**src/hw/uart_cfg.svh**
```systemverilog
// UART configuration constants
// widths, FIFO depth, frame lengths, register offsets and control-bit positions
`ifndef UART_CFG_SVH
`define UART_CFG_SVH

`define UART_DATA_W     8   // character width
`define UART_BAUD_W     10  // baud divisor width
`define UART_PRSC_W     3   // prescaler select width
`define UART_CLKGEN_W   8   // tick vector from clock generator
`define UART_FIFO_DEPTH 4   // power of two, min 2
`define UART_TX_BITS    11  // start + 8 data + stop + pause
`define UART_RX_BITS    10  // start + 8 data + stop
`define UART_ADDR_W     4   // bus address width
`define UART_CTRL_OFFS  0   // control / status register
`define UART_DATA_OFFS  4   // TX push / RX pop

// ---------------------------------------------------------------------------
// control register bits
// ---------------------------------------------------------------------------
`define UART_CTRL_EN            0   // r/w
`define UART_CTRL_PRSC_LSB      3   // r/w, 3 bits
`define UART_CTRL_BAUD_LSB      6   // r/w, 10 bits
`define UART_CTRL_RX_NEMPTY     16  // r/-
`define UART_CTRL_RX_FULL       18  // r/-
`define UART_CTRL_TX_EMPTY      19  // r/-
`define UART_CTRL_TX_FULL       21  // r/-
`define UART_CTRL_IRQ_RX_NEMPTY 22  // r/w
`define UART_CTRL_IRQ_RX_FULL   24  // r/w
`define UART_CTRL_IRQ_TX_EMPTY  25  // r/w
`define UART_CTRL_RX_OVER       30  // r/-, cleared by data read
`define UART_CTRL_TX_BUSY       31  // r/-

`endif

```
**src/hw/uart_pkg.sv**
```systemverilog
// UART shared types
// vector typedefs, configuration and FIFO status structs, engine FSM states
`default_nettype none

`include "uart_cfg.svh"

package uart_pkg;

    typedef logic [`UART_DATA_W-1:0] uart_data_t;   // one character
    typedef logic [`UART_BAUD_W-1:0] uart_baud_t;   // baud divisor
    typedef logic [`UART_PRSC_W-1:0] uart_prsc_t;   // tick select
    typedef logic [3:0]              uart_bitcnt_t; // bits left in frame
    typedef logic [31:0]             uart_word_t;   // bus word

    // registered configuration, 17 bits
    typedef struct packed {
        logic       enable;
        uart_prsc_t prsc;
        uart_baud_t baud;
        logic       irq_rx_nempty;
        logic       irq_rx_full;
        logic       irq_tx_empty;
    } uart_ctrl_t;

    typedef struct packed {
        logic avail; // at least one entry
        logic free;  // at least one slot
    } uart_fifo_stat_t;

    typedef enum logic [1:0] {TX_IDLE, TX_PREP, TX_SEND} uart_tx_state_e;
    typedef enum logic {RX_IDLE, RX_RECV} uart_rx_state_e;

endpackage

`default_nettype wire

```
**src/hw/uart_fifo.sv**
```systemverilog
// UART byte FIFO
// power-of-two circular buffer, registered read data, sync clear
`timescale 1ns/10ps
`default_nettype none

`include "uart_cfg.svh"

module uart_fifo
    import uart_pkg::*;
#(
    parameter int DEPTH = `UART_FIFO_DEPTH
) (
    input  wire logic            clk_i,
    input  wire logic            rstn_i,
    input  wire logic            clear_i,  // sync clear, high active
    input  wire logic            we_i,
    input  wire uart_data_t      wdata_i,
    input  wire logic            re_i,
    output      uart_data_t      rdata_o,
    output      uart_fifo_stat_t stat_o
);

    localparam int AW = $clog2(DEPTH);

    uart_data_t  mem [DEPTH];
    logic [AW:0] wptr, rptr; // msb is the wrap bit
    logic        full, empty;
    logic        do_we, do_re;

    assign empty = (wptr == rptr);
    assign full  = (wptr[AW] != rptr[AW]) && (wptr[AW-1:0] == rptr[AW-1:0]);
    assign do_we = we_i && !full && !clear_i;  // drop on full
    assign do_re = re_i && !empty && !clear_i; // ignore on empty

    always_ff @(posedge clk_i or negedge rstn_i) begin
        if (!rstn_i) begin
            wptr <= '0;
            rptr <= '0;
        end else if (clear_i) begin
            wptr <= '0;
            rptr <= '0;
        end else begin
            if (do_we) begin
                wptr <= wptr + 1'b1;
            end
            if (do_re) begin
                rptr <= rptr + 1'b1;
            end
        end
    end

    always_ff @(posedge clk_i) begin
        if (do_we) begin
            mem[wptr[AW-1:0]] <= wdata_i;
        end
        if (do_re) begin
            rdata_o <= mem[rptr[AW-1:0]]; // valid the cycle after re_i
        end
    end

    assign stat_o.avail = !empty;
    assign stat_o.free  = !full;

endmodule

`default_nettype wire

```
**src/hw/uart_regs.sv**
```systemverilog
// UART register interface
// offset decode, control register, delayed read path with status word,
// bus acknowledge and registered interrupt levels
`timescale 1ns/10ps
`default_nettype none

`include "uart_cfg.svh"

module uart_regs
    import uart_pkg::*;
(
    input  wire logic                    clk_i,
    input  wire logic                    rstn_i,
    input  wire logic [`UART_ADDR_W-1:0] addr_i,
    input  wire logic                    rden_i,
    input  wire logic                    wren_i,
    input  wire uart_word_t              data_i,
    input  wire uart_fifo_stat_t         tx_stat_i,
    input  wire uart_fifo_stat_t         rx_stat_i,
    input  wire uart_data_t              rx_rdata_i,
    input  wire logic                    rx_over_i,
    input  wire logic                    tx_busy_i,
    output      uart_word_t              data_o,
    output      logic                    ack_o,
    output      uart_ctrl_t              ctrl_o,
    output      logic                    tx_we_o,
    output      uart_data_t              tx_wdata_o,
    output      logic                    rx_re_o,
    output      logic                    clkgen_en_o,
    output      logic                    irq_rx_o,
    output      logic                    irq_tx_o
);

    logic       sel_ctrl, sel_data;
    logic       rd_ff;       // any read, one cycle late
    logic       rd_ctrl_ff;
    logic       rd_data_ff;  // data read that actually popped
    uart_word_t status;

    assign sel_ctrl = (addr_i == `UART_ADDR_W'(`UART_CTRL_OFFS));
    assign sel_data = (addr_i == `UART_ADDR_W'(`UART_DATA_OFFS));

    assign tx_we_o     = wren_i && sel_data;   // full FIFO drops it
    assign tx_wdata_o  = data_i[`UART_DATA_W-1:0];
    assign rx_re_o     = rden_i && sel_data;
    assign clkgen_en_o = ctrl_o.enable;

    always_ff @(posedge clk_i or negedge rstn_i) begin
        if (!rstn_i) begin
            ctrl_o <= '0;
        end else if (wren_i && sel_ctrl) begin
            ctrl_o.enable        <= data_i[`UART_CTRL_EN];
            ctrl_o.prsc          <= data_i[`UART_CTRL_PRSC_LSB +: `UART_PRSC_W];
            ctrl_o.baud          <= data_i[`UART_CTRL_BAUD_LSB +: `UART_BAUD_W];
            ctrl_o.irq_rx_nempty <= data_i[`UART_CTRL_IRQ_RX_NEMPTY];
            ctrl_o.irq_rx_full   <= data_i[`UART_CTRL_IRQ_RX_FULL];
            ctrl_o.irq_tx_empty  <= data_i[`UART_CTRL_IRQ_TX_EMPTY];
        end
    end

    // ------------------------------------------------------------------------
    // status word and read path
    // ------------------------------------------------------------------------
    always_comb begin
        status                                            = '0;
        status[`UART_CTRL_EN]                             = ctrl_o.enable;
        status[`UART_CTRL_PRSC_LSB +: `UART_PRSC_W]       = ctrl_o.prsc;
        status[`UART_CTRL_BAUD_LSB +: `UART_BAUD_W]       = ctrl_o.baud;
        status[`UART_CTRL_RX_NEMPTY]                      = rx_stat_i.avail;
        status[`UART_CTRL_RX_FULL]                        = !rx_stat_i.free;
        status[`UART_CTRL_TX_EMPTY]                       = !tx_stat_i.avail;
        status[`UART_CTRL_TX_FULL]                        = !tx_stat_i.free;
        status[`UART_CTRL_IRQ_RX_NEMPTY]                  = ctrl_o.irq_rx_nempty;
        status[`UART_CTRL_IRQ_RX_FULL]                    = ctrl_o.irq_rx_full;
        status[`UART_CTRL_IRQ_TX_EMPTY]                   = ctrl_o.irq_tx_empty;
        status[`UART_CTRL_RX_OVER]                        = rx_over_i;
        status[`UART_CTRL_TX_BUSY]                        = tx_busy_i;
    end

    always_ff @(posedge clk_i or negedge rstn_i) begin
        if (!rstn_i) begin
            rd_ff      <= 1'b0;
            rd_ctrl_ff <= 1'b0;
            rd_data_ff <= 1'b0;
            ack_o      <= 1'b0;
            data_o     <= '0;
        end else begin
            rd_ff      <= rden_i;                      // wait for sync FIFO read
            rd_ctrl_ff <= rden_i && sel_ctrl;
            rd_data_ff <= rx_re_o && rx_stat_i.avail;  // empty read returns zero
            ack_o      <= wren_i || rd_ff;
            if (rd_ctrl_ff) begin
                data_o <= status;
            end else if (rd_data_ff) begin
                data_o <= uart_word_t'(rx_rdata_i);
            end else begin
                data_o <= '0;
            end
        end
    end

    // level interrupts, one cycle behind the FIFO flags
    always_ff @(posedge clk_i or negedge rstn_i) begin
        if (!rstn_i) begin
            irq_rx_o <= 1'b0;
            irq_tx_o <= 1'b0;
        end else begin
            irq_rx_o <= ctrl_o.enable && ((ctrl_o.irq_rx_nempty && rx_stat_i.avail) ||
                                          (ctrl_o.irq_rx_full && !rx_stat_i.free));
            irq_tx_o <= ctrl_o.enable && ctrl_o.irq_tx_empty && !tx_stat_i.avail;
        end
    end

endmodule

`default_nettype wire

```
**src/hw/uart_rx.sv**
```systemverilog
// UART receive engine
// tick-clocked synchronizer, falling-edge start detect, mid-bit sampling,
// FIFO write at frame end and the RX overrun flag
`timescale 1ns/10ps
`default_nettype none

`include "uart_cfg.svh"

module uart_rx
    import uart_pkg::*;
(
    input  wire logic                      clk_i,
    input  wire logic                      rstn_i,
    input  wire uart_ctrl_t                ctrl_i,
    input  wire logic [`UART_CLKGEN_W-1:0] clkgen_i,
    input  wire logic                      uart_rxd_i,
    input  wire logic                      rx_re_i,     // data register read
    input  wire uart_fifo_stat_t           fifo_stat_i,
    output      logic                      fifo_we_o,
    output      uart_data_t                fifo_wdata_o,
    output      logic                      over_o
);

    uart_rx_state_e           state;
    uart_baud_t               baudcnt;
    uart_bitcnt_t             bitcnt;
    logic [2:0]               sync;    // [2] newest, [0] oldest
    logic [`UART_RX_BITS-1:0] sreg;
    logic                     tick;
    logic                     sample;

    assign tick   = clkgen_i[ctrl_i.prsc];
    assign sample = tick && (baudcnt == '0);

    // ------------------------------------------------------------------------
    // synchronizer and FSM
    // ------------------------------------------------------------------------
    always_ff @(posedge clk_i or negedge rstn_i) begin
        if (!rstn_i) begin
            sync <= '1;                               // line idles high
        end else begin
            sync[2] <= uart_rxd_i;
            if (tick) begin
                sync[1] <= sync[2];
                sync[0] <= sync[1];
            end
        end
    end

    always_ff @(posedge clk_i or negedge rstn_i) begin
        if (!rstn_i) begin
            state     <= RX_IDLE;
            baudcnt   <= '0;
            bitcnt    <= '0;
            fifo_we_o <= 1'b0;
        end else begin
            fifo_we_o <= 1'b0;
            if (!ctrl_i.enable) begin
                state <= RX_IDLE;
            end else if (state == RX_IDLE) begin
                baudcnt <= {1'b0, ctrl_i.baud[`UART_BAUD_W-1:1]}; // half bit to mid
                bitcnt  <= uart_bitcnt_t'(`UART_RX_BITS);
                if (sync[1:0] == 2'b01) begin
                    state <= RX_RECV;                 // falling edge = start
                end
            end else begin
                if (sample) begin
                    baudcnt <= ctrl_i.baud;
                    bitcnt  <= bitcnt - 1'b1;
                end else if (tick) begin
                    baudcnt <= baudcnt - 1'b1;
                end
                if (bitcnt == '0) begin
                    fifo_we_o <= 1'b1;                // frame done
                    state     <= RX_IDLE;
                end
            end
        end
    end

    always_ff @(posedge clk_i) begin
        if ((state == RX_RECV) && sample) begin
            sreg <= {sync[2], sreg[`UART_RX_BITS-1:1]};
        end
    end

    assign fifo_wdata_o = sreg[8:1]; // drop start and stop

    // overrun, byte lost to a full FIFO
    always_ff @(posedge clk_i or negedge rstn_i) begin
        if (!rstn_i) begin
            over_o <= 1'b0;
        end else if (rx_re_i || !ctrl_i.enable) begin
            over_o <= 1'b0;
        end else if (fifo_we_o && !fifo_stat_i.free) begin
            over_o <= 1'b1;
        end
    end

endmodule

`default_nettype wire

```
**src/hw/uart_top.sv**
```systemverilog
// UART peripheral top level
// register block, TX and RX FIFOs and the two serial engines
`timescale 1ns/10ps
`default_nettype none

`include "uart_cfg.svh"

module uart_top
    import uart_pkg::*;
(
    input  wire logic                      clk_i,
    input  wire logic                      rstn_i,
    input  wire logic [`UART_ADDR_W-1:0]   addr_i,
    input  wire logic                      rden_i,
    input  wire logic                      wren_i,
    input  wire uart_word_t                data_i,
    output      uart_word_t                data_o,
    output      logic                      ack_o,
    output      logic                      clkgen_en_o,
    input  wire logic [`UART_CLKGEN_W-1:0] clkgen_i,
    output      logic                      uart_txd_o,
    input  wire logic                      uart_rxd_i,
    output      logic                      irq_rx_o,
    output      logic                      irq_tx_o
);

    uart_ctrl_t      ctrl;
    uart_fifo_stat_t tx_stat, rx_stat;
    uart_data_t      tx_wdata, tx_rdata, rx_wdata, rx_rdata;
    logic            tx_we, tx_re, rx_we, rx_re;
    logic            rx_over, tx_busy;
    logic            fifo_clear;

    assign fifo_clear = !ctrl.enable; // both FIFOs flush while off

    uart_regs u_regs (
        .clk_i, .rstn_i, .addr_i, .rden_i, .wren_i, .data_i,
        .tx_stat_i (tx_stat),  .rx_stat_i  (rx_stat),  .rx_rdata_i (rx_rdata),
        .rx_over_i (rx_over),  .tx_busy_i  (tx_busy),
        .data_o, .ack_o, .ctrl_o (ctrl),
        .tx_we_o   (tx_we),    .tx_wdata_o (tx_wdata), .rx_re_o    (rx_re),
        .clkgen_en_o, .irq_rx_o, .irq_tx_o
    );

    uart_fifo u_tx_fifo (
        .clk_i, .rstn_i, .clear_i (fifo_clear),
        .we_i (tx_we), .wdata_i (tx_wdata), .re_i (tx_re),
        .rdata_o (tx_rdata), .stat_o (tx_stat)
    );

    uart_fifo u_rx_fifo (
        .clk_i, .rstn_i, .clear_i (fifo_clear),
        .we_i (rx_we), .wdata_i (rx_wdata), .re_i (rx_re),
        .rdata_o (rx_rdata), .stat_o (rx_stat)
    );

    uart_tx u_tx (
        .clk_i, .rstn_i, .ctrl_i (ctrl), .clkgen_i,
        .fifo_stat_i (tx_stat), .fifo_rdata_i (tx_rdata),
        .fifo_re_o (tx_re), .busy_o (tx_busy), .uart_txd_o
    );

    uart_rx u_rx (
        .clk_i, .rstn_i, .ctrl_i (ctrl), .clkgen_i, .uart_rxd_i,
        .rx_re_i (rx_re), .fifo_stat_i (rx_stat),
        .fifo_we_o (rx_we), .fifo_wdata_o (rx_wdata), .over_o (rx_over)
    );

endmodule

`default_nettype wire

```
**src/hw/uart_tx.sv**
```systemverilog
// UART transmit engine
// pops the TX FIFO and shifts out an 8N1 frame plus one pause bit, LSB first
`timescale 1ns/10ps
`default_nettype none

`include "uart_cfg.svh"

module uart_tx
    import uart_pkg::*;
(
    input  wire logic                      clk_i,
    input  wire logic                      rstn_i,
    input  wire uart_ctrl_t                ctrl_i,
    input  wire logic [`UART_CLKGEN_W-1:0] clkgen_i,
    input  wire uart_fifo_stat_t           fifo_stat_i,
    input  wire uart_data_t                fifo_rdata_i,
    output      logic                      fifo_re_o,
    output      logic                      busy_o,
    output      logic                      uart_txd_o
);

    uart_tx_state_e  state;
    uart_baud_t      baudcnt;
    uart_bitcnt_t    bitcnt;
    logic [8:0]      sreg;     // data & start bit
    logic            tick;
    logic            bit_done;

    assign tick     = clkgen_i[ctrl_i.prsc];          // prescaled clock enable
    assign bit_done = tick && (baudcnt == '0);

    always_ff @(posedge clk_i or negedge rstn_i) begin
        if (!rstn_i) begin
            state   <= TX_IDLE;
            baudcnt <= '0;
            bitcnt  <= '0;
        end else if (!ctrl_i.enable) begin
            state   <= TX_IDLE;                       // forced idle while off
        end else begin
            case (state)
                TX_IDLE: begin
                    baudcnt <= ctrl_i.baud;
                    bitcnt  <= uart_bitcnt_t'(`UART_TX_BITS);
                    if (fifo_stat_i.avail) begin
                        state <= TX_PREP;             // pop issued this cycle
                    end
                end
                TX_PREP: begin
                    state <= TX_SEND;                 // rdata lands in sreg
                end
                TX_SEND: begin
                    if (bit_done) begin
                        baudcnt <= ctrl_i.baud;
                        bitcnt  <= bitcnt - 1'b1;
                    end else if (tick) begin
                        baudcnt <= baudcnt - 1'b1;
                    end
                    if (bitcnt == '0) begin
                        state <= TX_IDLE;             // stop and pause bits sent
                    end
                end
                default: state <= TX_IDLE;
            endcase
        end
    end

    // shift register, ones fill in behind the data for stop/pause
    always_ff @(posedge clk_i) begin
        if (state == TX_PREP) begin
            sreg <= {fifo_rdata_i, 1'b0};
        end else if ((state == TX_SEND) && bit_done) begin
            sreg <= {1'b1, sreg[8:1]};
        end
    end

    assign fifo_re_o  = ctrl_i.enable && (state == TX_IDLE) && fifo_stat_i.avail;
    assign busy_o     = (state != TX_IDLE) || fifo_stat_i.avail;
    assign uart_txd_o = (state == TX_SEND) ? sreg[0] : 1'b1; // idle line high

endmodule

`default_nettype wire

```
**config.mk**
```make
export PLATFORM = sky130hd
export DESIGN_NAME = uart_top
export DESIGN_NICKNAME = d
export VERILOG_FILES = /design/src/hw/uart_pkg.sv /design/src/hw/uart_fifo.sv /design/src/hw/uart_regs.sv /design/src/hw/uart_rx.sv /design/src/hw/uart_top.sv /design/src/hw/uart_tx.sv
export VERILOG_INCLUDE_DIRS = /design/src /design/src/hw
export SDC_FILE = /design/constraint.sdc
export NUM_CORES = 1
export LEC_CHECK = 0
export BUFFER_PORTS_ARGS = -buffer_cell sky130_fd_sc_hd__buf_2
export CAP_MARGIN = 5
export CORE_ASPECT_RATIO = 0.7
export CORE_UTILIZATION = 40
export CTS_BUF_LIST = sky130_fd_sc_hd__clkbuf_16
export DETAILED_ROUTE_END_ITERATION = 6
export SLEW_MARGIN = 20
export SYNTH_ARGS = -nofsm -noshare
export SYNTH_HDL_FRONTEND = slang
export SYNTH_SLANG_ARGS = --single-unit
```
**constraint.sdc**
```tcl
create_clock -name clk_i -period 3.3 [get_ports clk_i]
set_input_delay 0.825 -clock clk_i [delete_from_list [all_inputs] [get_ports clk_i]]
set_output_delay 0.825 -clock clk_i [all_outputs]
set_load 0.02 [all_outputs]
```
* Yosys cells after proc, flatten, opt, wreduce, memory -nomap -nowiden
Memory sizes are Yosys's and may differ from the RTL's. A register that Yosys moved wholly into a read port is not among the register bits. Cells that the tools add are included.
Word-level totals: register bits 122, bits in writable memories 64, input port bits 49, output and inout port bits 37, word-level logic and storage cells 153, memories kept 2
Cells by class: add/sub/neg operators 8, $lt $le $gt $ge 1, equality and inequality tests 20, multiplexer cells 42, reductions and logical operators 50
Memory list:
- u_rx_fifo.mem | words 4, bits a word 8, read ports 1, clocked after memory_dff 1, wr ports 1, line uart_fifo.sv:25 | uart_data_t mem [DEPTH];
- u_tx_fifo.mem | words 4, bits a word 8, read ports 1, clocked after memory_dff 1, wr ports 1, line uart_fifo.sv:25
Operators with widths (number):
- two-way mux 10 bit | 5
- two-way mux 32 bit | 1
- logical AND 1 bit | 26
- two-way mux 3 bit | 8
- zero test 10 bit | 2
- case mux 10 bit (2 select lines) | 1
- subtractor 10 x 1 -> 10 bit (second input constant) | 2
- two-way mux 9 bit | 2
- two-way mux 1 bit | 15
- adder 3 x 1 -> 3 bit (second input constant) | 4
- zero test 4 bit | 3
- two-way mux 4 bit | 3
- inequality test 2 x 1 -> 1 bit (second input constant) | 5
- two-way mux 8 bit | 1
- case mux 4 bit (2 select lines) | 1
- nonzero test 2 bit | 4
- subtractor 4 x 1 -> 4 bit (second input constant) | 2
- == test 3 bit | 2
- two-way mux 2 bit | 3
- inequality test 3 bit (second input constant) | 2
- case mux 2 bit (3 select lines) | 1
- AND reduction 2 bit | 3
- AND reduction 3 bit | 2
- zero test 1 bit | 5
- 12 further kinds | 18

* Logic depth before layout (Yosys ltp)
depth in word-level cells 7, depth in mapped cells 9

* Hierarchy
A second synthesis with hierarchy kept.
Second synthesis, totals: cells, all modules 691, area, all modules 9029.9 µm²
Modules (own cells, without submodules):
- uart_fifo | instances 2, cells each 117, area each 1951.9 µm²
- uart_regs | instances 1, cells each 127, area each 1853.0 µm²
- uart_rx | instances 1, cells each 166, area each 1667.8 µm²
- uart_tx | instances 1, cells each 163, area each 1601.5 µm²
- uart_top | instances 1, cells each 1, area each 3.8 µm²

* Worst setup path before layout
Ideal clock, no wire load.
kind input to register, start in clkgen_i[7], end reg u_tx.sreg[1], enable pin, library setup time 0.329 ns, data arrival time 2.196 ns, required time 2.971 ns, path slack 0.775 ns, cell stages on the path 6, cells stage by stage mux2_1 a2bb2o_4 or2_1 buf_2 nor3_4 or2_1
Between the ends: longest elaborated chain between the ends 5
RTL lines:
- from (decl) | line uart_top.sv:20 | input wire logic [`UART_CLKGEN_W-1:0] clkgen_i,
- binary-select mux 1 bit (select 3 bit) | line uart_tx.sv:29 | assign tick = clkgen_i[ctrl_i.prsc];
- two-way mux 1 bit (implied by the code) | line uart_tx.sv:29
- logical AND 1 bit | line uart_tx.sv:30 | assign bit_done = tick && (baudcnt == '0);
- logical AND 1 bit | line uart_tx.sv:71 | end else if ((state == TX_SEND) && bit_done) begin
- nonzero test 2 bit (no line)
- to (signal assigned) | line uart_tx.sv:70 | sreg <= {fifo_rdata_i, 1'b0};
- to (signal assigned) | line uart_tx.sv:72 | sreg <= {1'b1, sreg[8:1]};
- to (decl) | line uart_tx.sv:25 | logic [8:0] sreg;
Every way passes these cells. The select of a mux whose other input is x is not followed. A chain may end at the register's enable or synchronous reset.

* Worst setup path after layout
start reg u_rx.baudcnt[0], end reg u_rx.sreg[8], enable pin
Between the ends: longest elaborated chain between the ends 3
RTL lines:
- from (decl) | line uart_rx.sv:25 | uart_baud_t baudcnt;
- from (signal assigned) | line uart_rx.sv:61 | baudcnt <= {1'b0, ctrl_i.baud[`UART_BAUD_W-1:1]};
- from (signal assigned) | line uart_rx.sv:68 | baudcnt <= ctrl_i.baud;
- from (signal assigned) | line uart_rx.sv:71 | baudcnt <= baudcnt - 1'b1;
- zero test 10 bit | line uart_rx.sv:33 | assign sample = tick && (baudcnt == '0);
- logical AND 1 bit | line uart_rx.sv:33
- logical AND 1 bit | line uart_rx.sv:82 | if ((state == RX_RECV) && sample) begin
- to (signal assigned) | line uart_rx.sv:83 | sreg <= {sync[2], sreg[`UART_RX_BITS-1:1]};
- to (decl) | line uart_rx.sv:28 | logic [`UART_RX_BITS-1:0] sreg;
Every way passes these cells.

==> results.md <==
- Slew HR: around two fifths
- Num CTS Buffers: 17
- Post-CTS Setup Inserts: 0
- Worst-path cell chain: inv_1, ha_1, or4b_4, nor4_4, and3_2
- Fillers: 1766
- Iter 0 DRT Violations: ~360
- Fin. Hold Viols: 0
- Sequential fraction of the synthesis area: 64.0%
- Largest net degree at the start of global routing: 50
- CP max stage delay: between 0.5 and 0.6 ns
- Critical Path RT: 3.41 ns
- Async set-reset flop share out of synthesis: roughly half
- Initial antenna violation count: 0
- DRT antenna net count: 0
- Share of cells above drive strength 1: a little under a quarter
- Flops & latches, synth: ~190
- Final #Nets: between 700 and 800
- Pwr Density: between 600 and 700 nW/µm²
- Cells after Synth: between 600 and 700
- Number of flops mapped to enable cells by yosys: 97
- Drc violations: 0
- Crit Path Class: flip-flop to flip-flop
- Die width: about 170 µm
- Row count: 43
- DP HPWL: ~12000 µm
- Main flop type after synthesis: edfxtp_1
- WL final: ~18000 µm
- Most frequent cells in the layout: edfxtp_1 (97), dfrtp_1 (93), buf_2 (64)
- Total gr overflow: 0
- Status: completed
- Via density: approximately 5.3
- Vias in the first global route: around 5400
- Post_cts resized: 0
- Setup-failing EPs final: 0
- Root buffer cell: clkbuf_16
- Synth top area cells: edfxtp_1 (35%), dfrtp_1 (28%), mux4_2 (4.3%), mux2_2 (2.6%), ha_1 (2.5%)
- Sink Count: ~190
- Worst r2r src: u_rx.baudcnt[0]$_DFFE_PN0P_
- Worst R2R End: u_rx.sreg[8]$_DFFE_PP_
- Final min period: about 2.7 ns
- Max Slew Vio Count: 0
- Worst-skew pair later-pin latency: about 0.44 ns
- Critical Path Start Type: flip-flop
- CTS tree: yes
- Syn avg cell area: around 14 µm²
- Initial Util: between 40% and 50%
- Most common cell after layout, fill and taps aside: edfxtp_1
- Largest fanout on the critical path: 10
- Worst Skew: approximately 0.018 ns
- ANT cells: 0
- Die footprint: 21400 µm²
- Ratio of final minimum period to clock period: about four fifths
- Hold Path Class: primary input to async pin
- Leakage: around 4 nW
- Worst setup EP type: flip-flop
- Max Fclk: around 380 MHz
- CP max stage cell: nor4_4
- Synthesized area: about 8300 µm²
- Worst EP arrival: about 2.8 ns
- Wire per inst: 18.4 µm
- H-tree lvl count: 4
- First-pass GRT wire length: ~29000 µm
- Hold Buf Count CTS: 0
- Max-cap violations: 0
- GP Congestion: about 0.86
- First drt pass iteration count: 5
- Setup tns final: 0 ns
- Unrepaired setup endpoints after global routing: false
- Clk slew on worst S/H paths: roughly 0.07 ns
- Hold Slack: ~0.41 ns
- GRT Util Overall: 17.7%
- Area Growth Syn to Fin: 15.3%
- Area share of the largest cell type after synthesis: approximately a third
- Peak supply drop: 0.418 mV
- Synth area leader: edfxtp_1
- Measured slew at the worst slew-check pin: between 0.9 and 1 ns
- IO Count: 86
- Total number of vias: just over 5000
- Core area: just over 20000 µm²
- Clock Path Buffers: 2
- Syn. warnings: 0
- Die H: ~120 µm
- FF-to-FF setup slack: between 0.6 and 0.7 ns
- R2R depth: 5
- Synth unique cells: 71
- Port bufs: 65
cell families (layout without fill, tap and decap cells):
family                   Yosys count  after routing  share of synthesized area [%]
AO/OA/AOI/OAI                    100            100                           8.67
XOR/XNOR                          15             15                           1.57
adder cells (fa/ha/maj)           17             17                           2.55
buffers and inverters             61            136                           3.25
flip-flops                       194            194                           64.0
multiplexers                      49             49                           8.58
other                              1              7                         0.0449
AND/OR/NAND/NOR                  181            181                           11.3
worst max-delay path, delay by kind of cell (launching register included):
| kind | cells | cell delay [ns] |
|---|---|---|
| adders and majority gates | 1 | 0.23 |
| and+or+nand+nor | 3 | 1.62 |
| DFF | 1 | 0.42 |
| buffers and inverters | 1 | 0.08 |
area by class of cell:
class                      count  area (µm²)  share of cell area, %
clock inverter                15         220                   2.29
timing repair buffer          80         453                   4.71
clock buffer                  17         425                   4.42
multi-input combinational    369        2760                   28.6
sequential                   194        5340                   55.5
tap                          270         338                   3.51
inverter                      24        90.1                  0.936
routing by layer:
layer	share of wire [%]	global-route usage [%]
met1	47	24.1
met2	47	28.6
met3	4.5	4.12
met4	1.1	4.73
met5	0	0
worst max-delay path by stage:
stage                                          to  cells after the start  slack [ns]                        start
global placement    u_tx_fifo.mem[3][0]$_DFFE_PP_                      4        0.60                    addr_i[1]
finish                     u_rx.sreg[8]$_DFFE_PP_                      5        0.64  u_rx.baudcnt[0]$_DFFE_PN0P_
detailed placement         u_tx.sreg[5]$_DFFE_PP_                      6        0.54                  clkgen_i[7]
global route               u_rx.sreg[7]$_DFFE_PP_                      5        0.47  u_rx.baudcnt[0]$_DFFE_PN0P_
floorplan                  u_tx.sreg[1]$_DFFE_PP_                      6        0.77                  clkgen_i[7]
CTS                        u_rx.sreg[9]$_DFFE_PP_                      5        0.65  u_rx.baudcnt[0]$_DFFE_PN0P_
power breakdown:
part           total (W)  switching (W)  internal, W
registers        0.00302       0.000289      0.00273
clock network    0.00217        0.00104      0.00112
logic           0.000941       0.000535     0.000406
total            0.00613        0.00187      0.00426
synthesized netlist by cell type, types with 8 or more instances:
| cell type | instances |
|---|---|
| nand3_1 | 8 |
| xor2_1 | 11 |
| mux4_2 | 16 |
| dfrtp_1 | 93 |
| mux2_2 | 19 |
| nand2_1 | 38 |
| clkbuf_1 | 19 |
| o21ai_0 | 8 |
| a21oi_1 | 26 |
| and3_1 | 13 |
| and2_1 | 15 |
| mux2i_1 | 13 |
| ha_1 | 17 |
| nor3_1 | 16 |
| nor4_1 | 8 |
| inv_1 | 23 |
| nor2_1 | 47 |
| edfxtp_1 | 97 |
| a22o_1 | 12 |
| o22ai_1 | 8 |
flip-flops by register name, summed over array words and instances, names as in the netlist, 2 cells and up:
signal	count
u_rx.baudcnt	10
u_rx.sync	3
u_rx_fifo.rdata_o	8
u_rx_fifo.mem	32
u_rx.sreg	9
u_rx.bitcnt	4
u_rx_fifo.rptr	3
u_tx.sreg	9
u_rx_fifo.wptr	3
u_tx.bitcnt	4
u_tx.state	2
u_regs.data_o	25
u_tx.baudcnt	10
u_tx_fifo.wptr	3
u_tx_fifo.mem	32
u_tx_fifo.rptr	3
u_regs.ctrl_o	16
u_tx_fifo.rdata_o	8
through the flow:
stage,power [W],utilization (%),cells,setup slack (ns),area [µm²]
floorplan,0.00369,-,624,0.775,8370
global placement,0.00395,44.6,937,0.604,8970
detailed placement,0.00401,44.6,937,0.537,8970
CTS,0.00618,47.8,969,0.647,9620
global route,0.00641,47.8,969,0.470,9620
finish,0.00613,47.8,969,0.637,9620
Power figures use the tool's default switching activity.
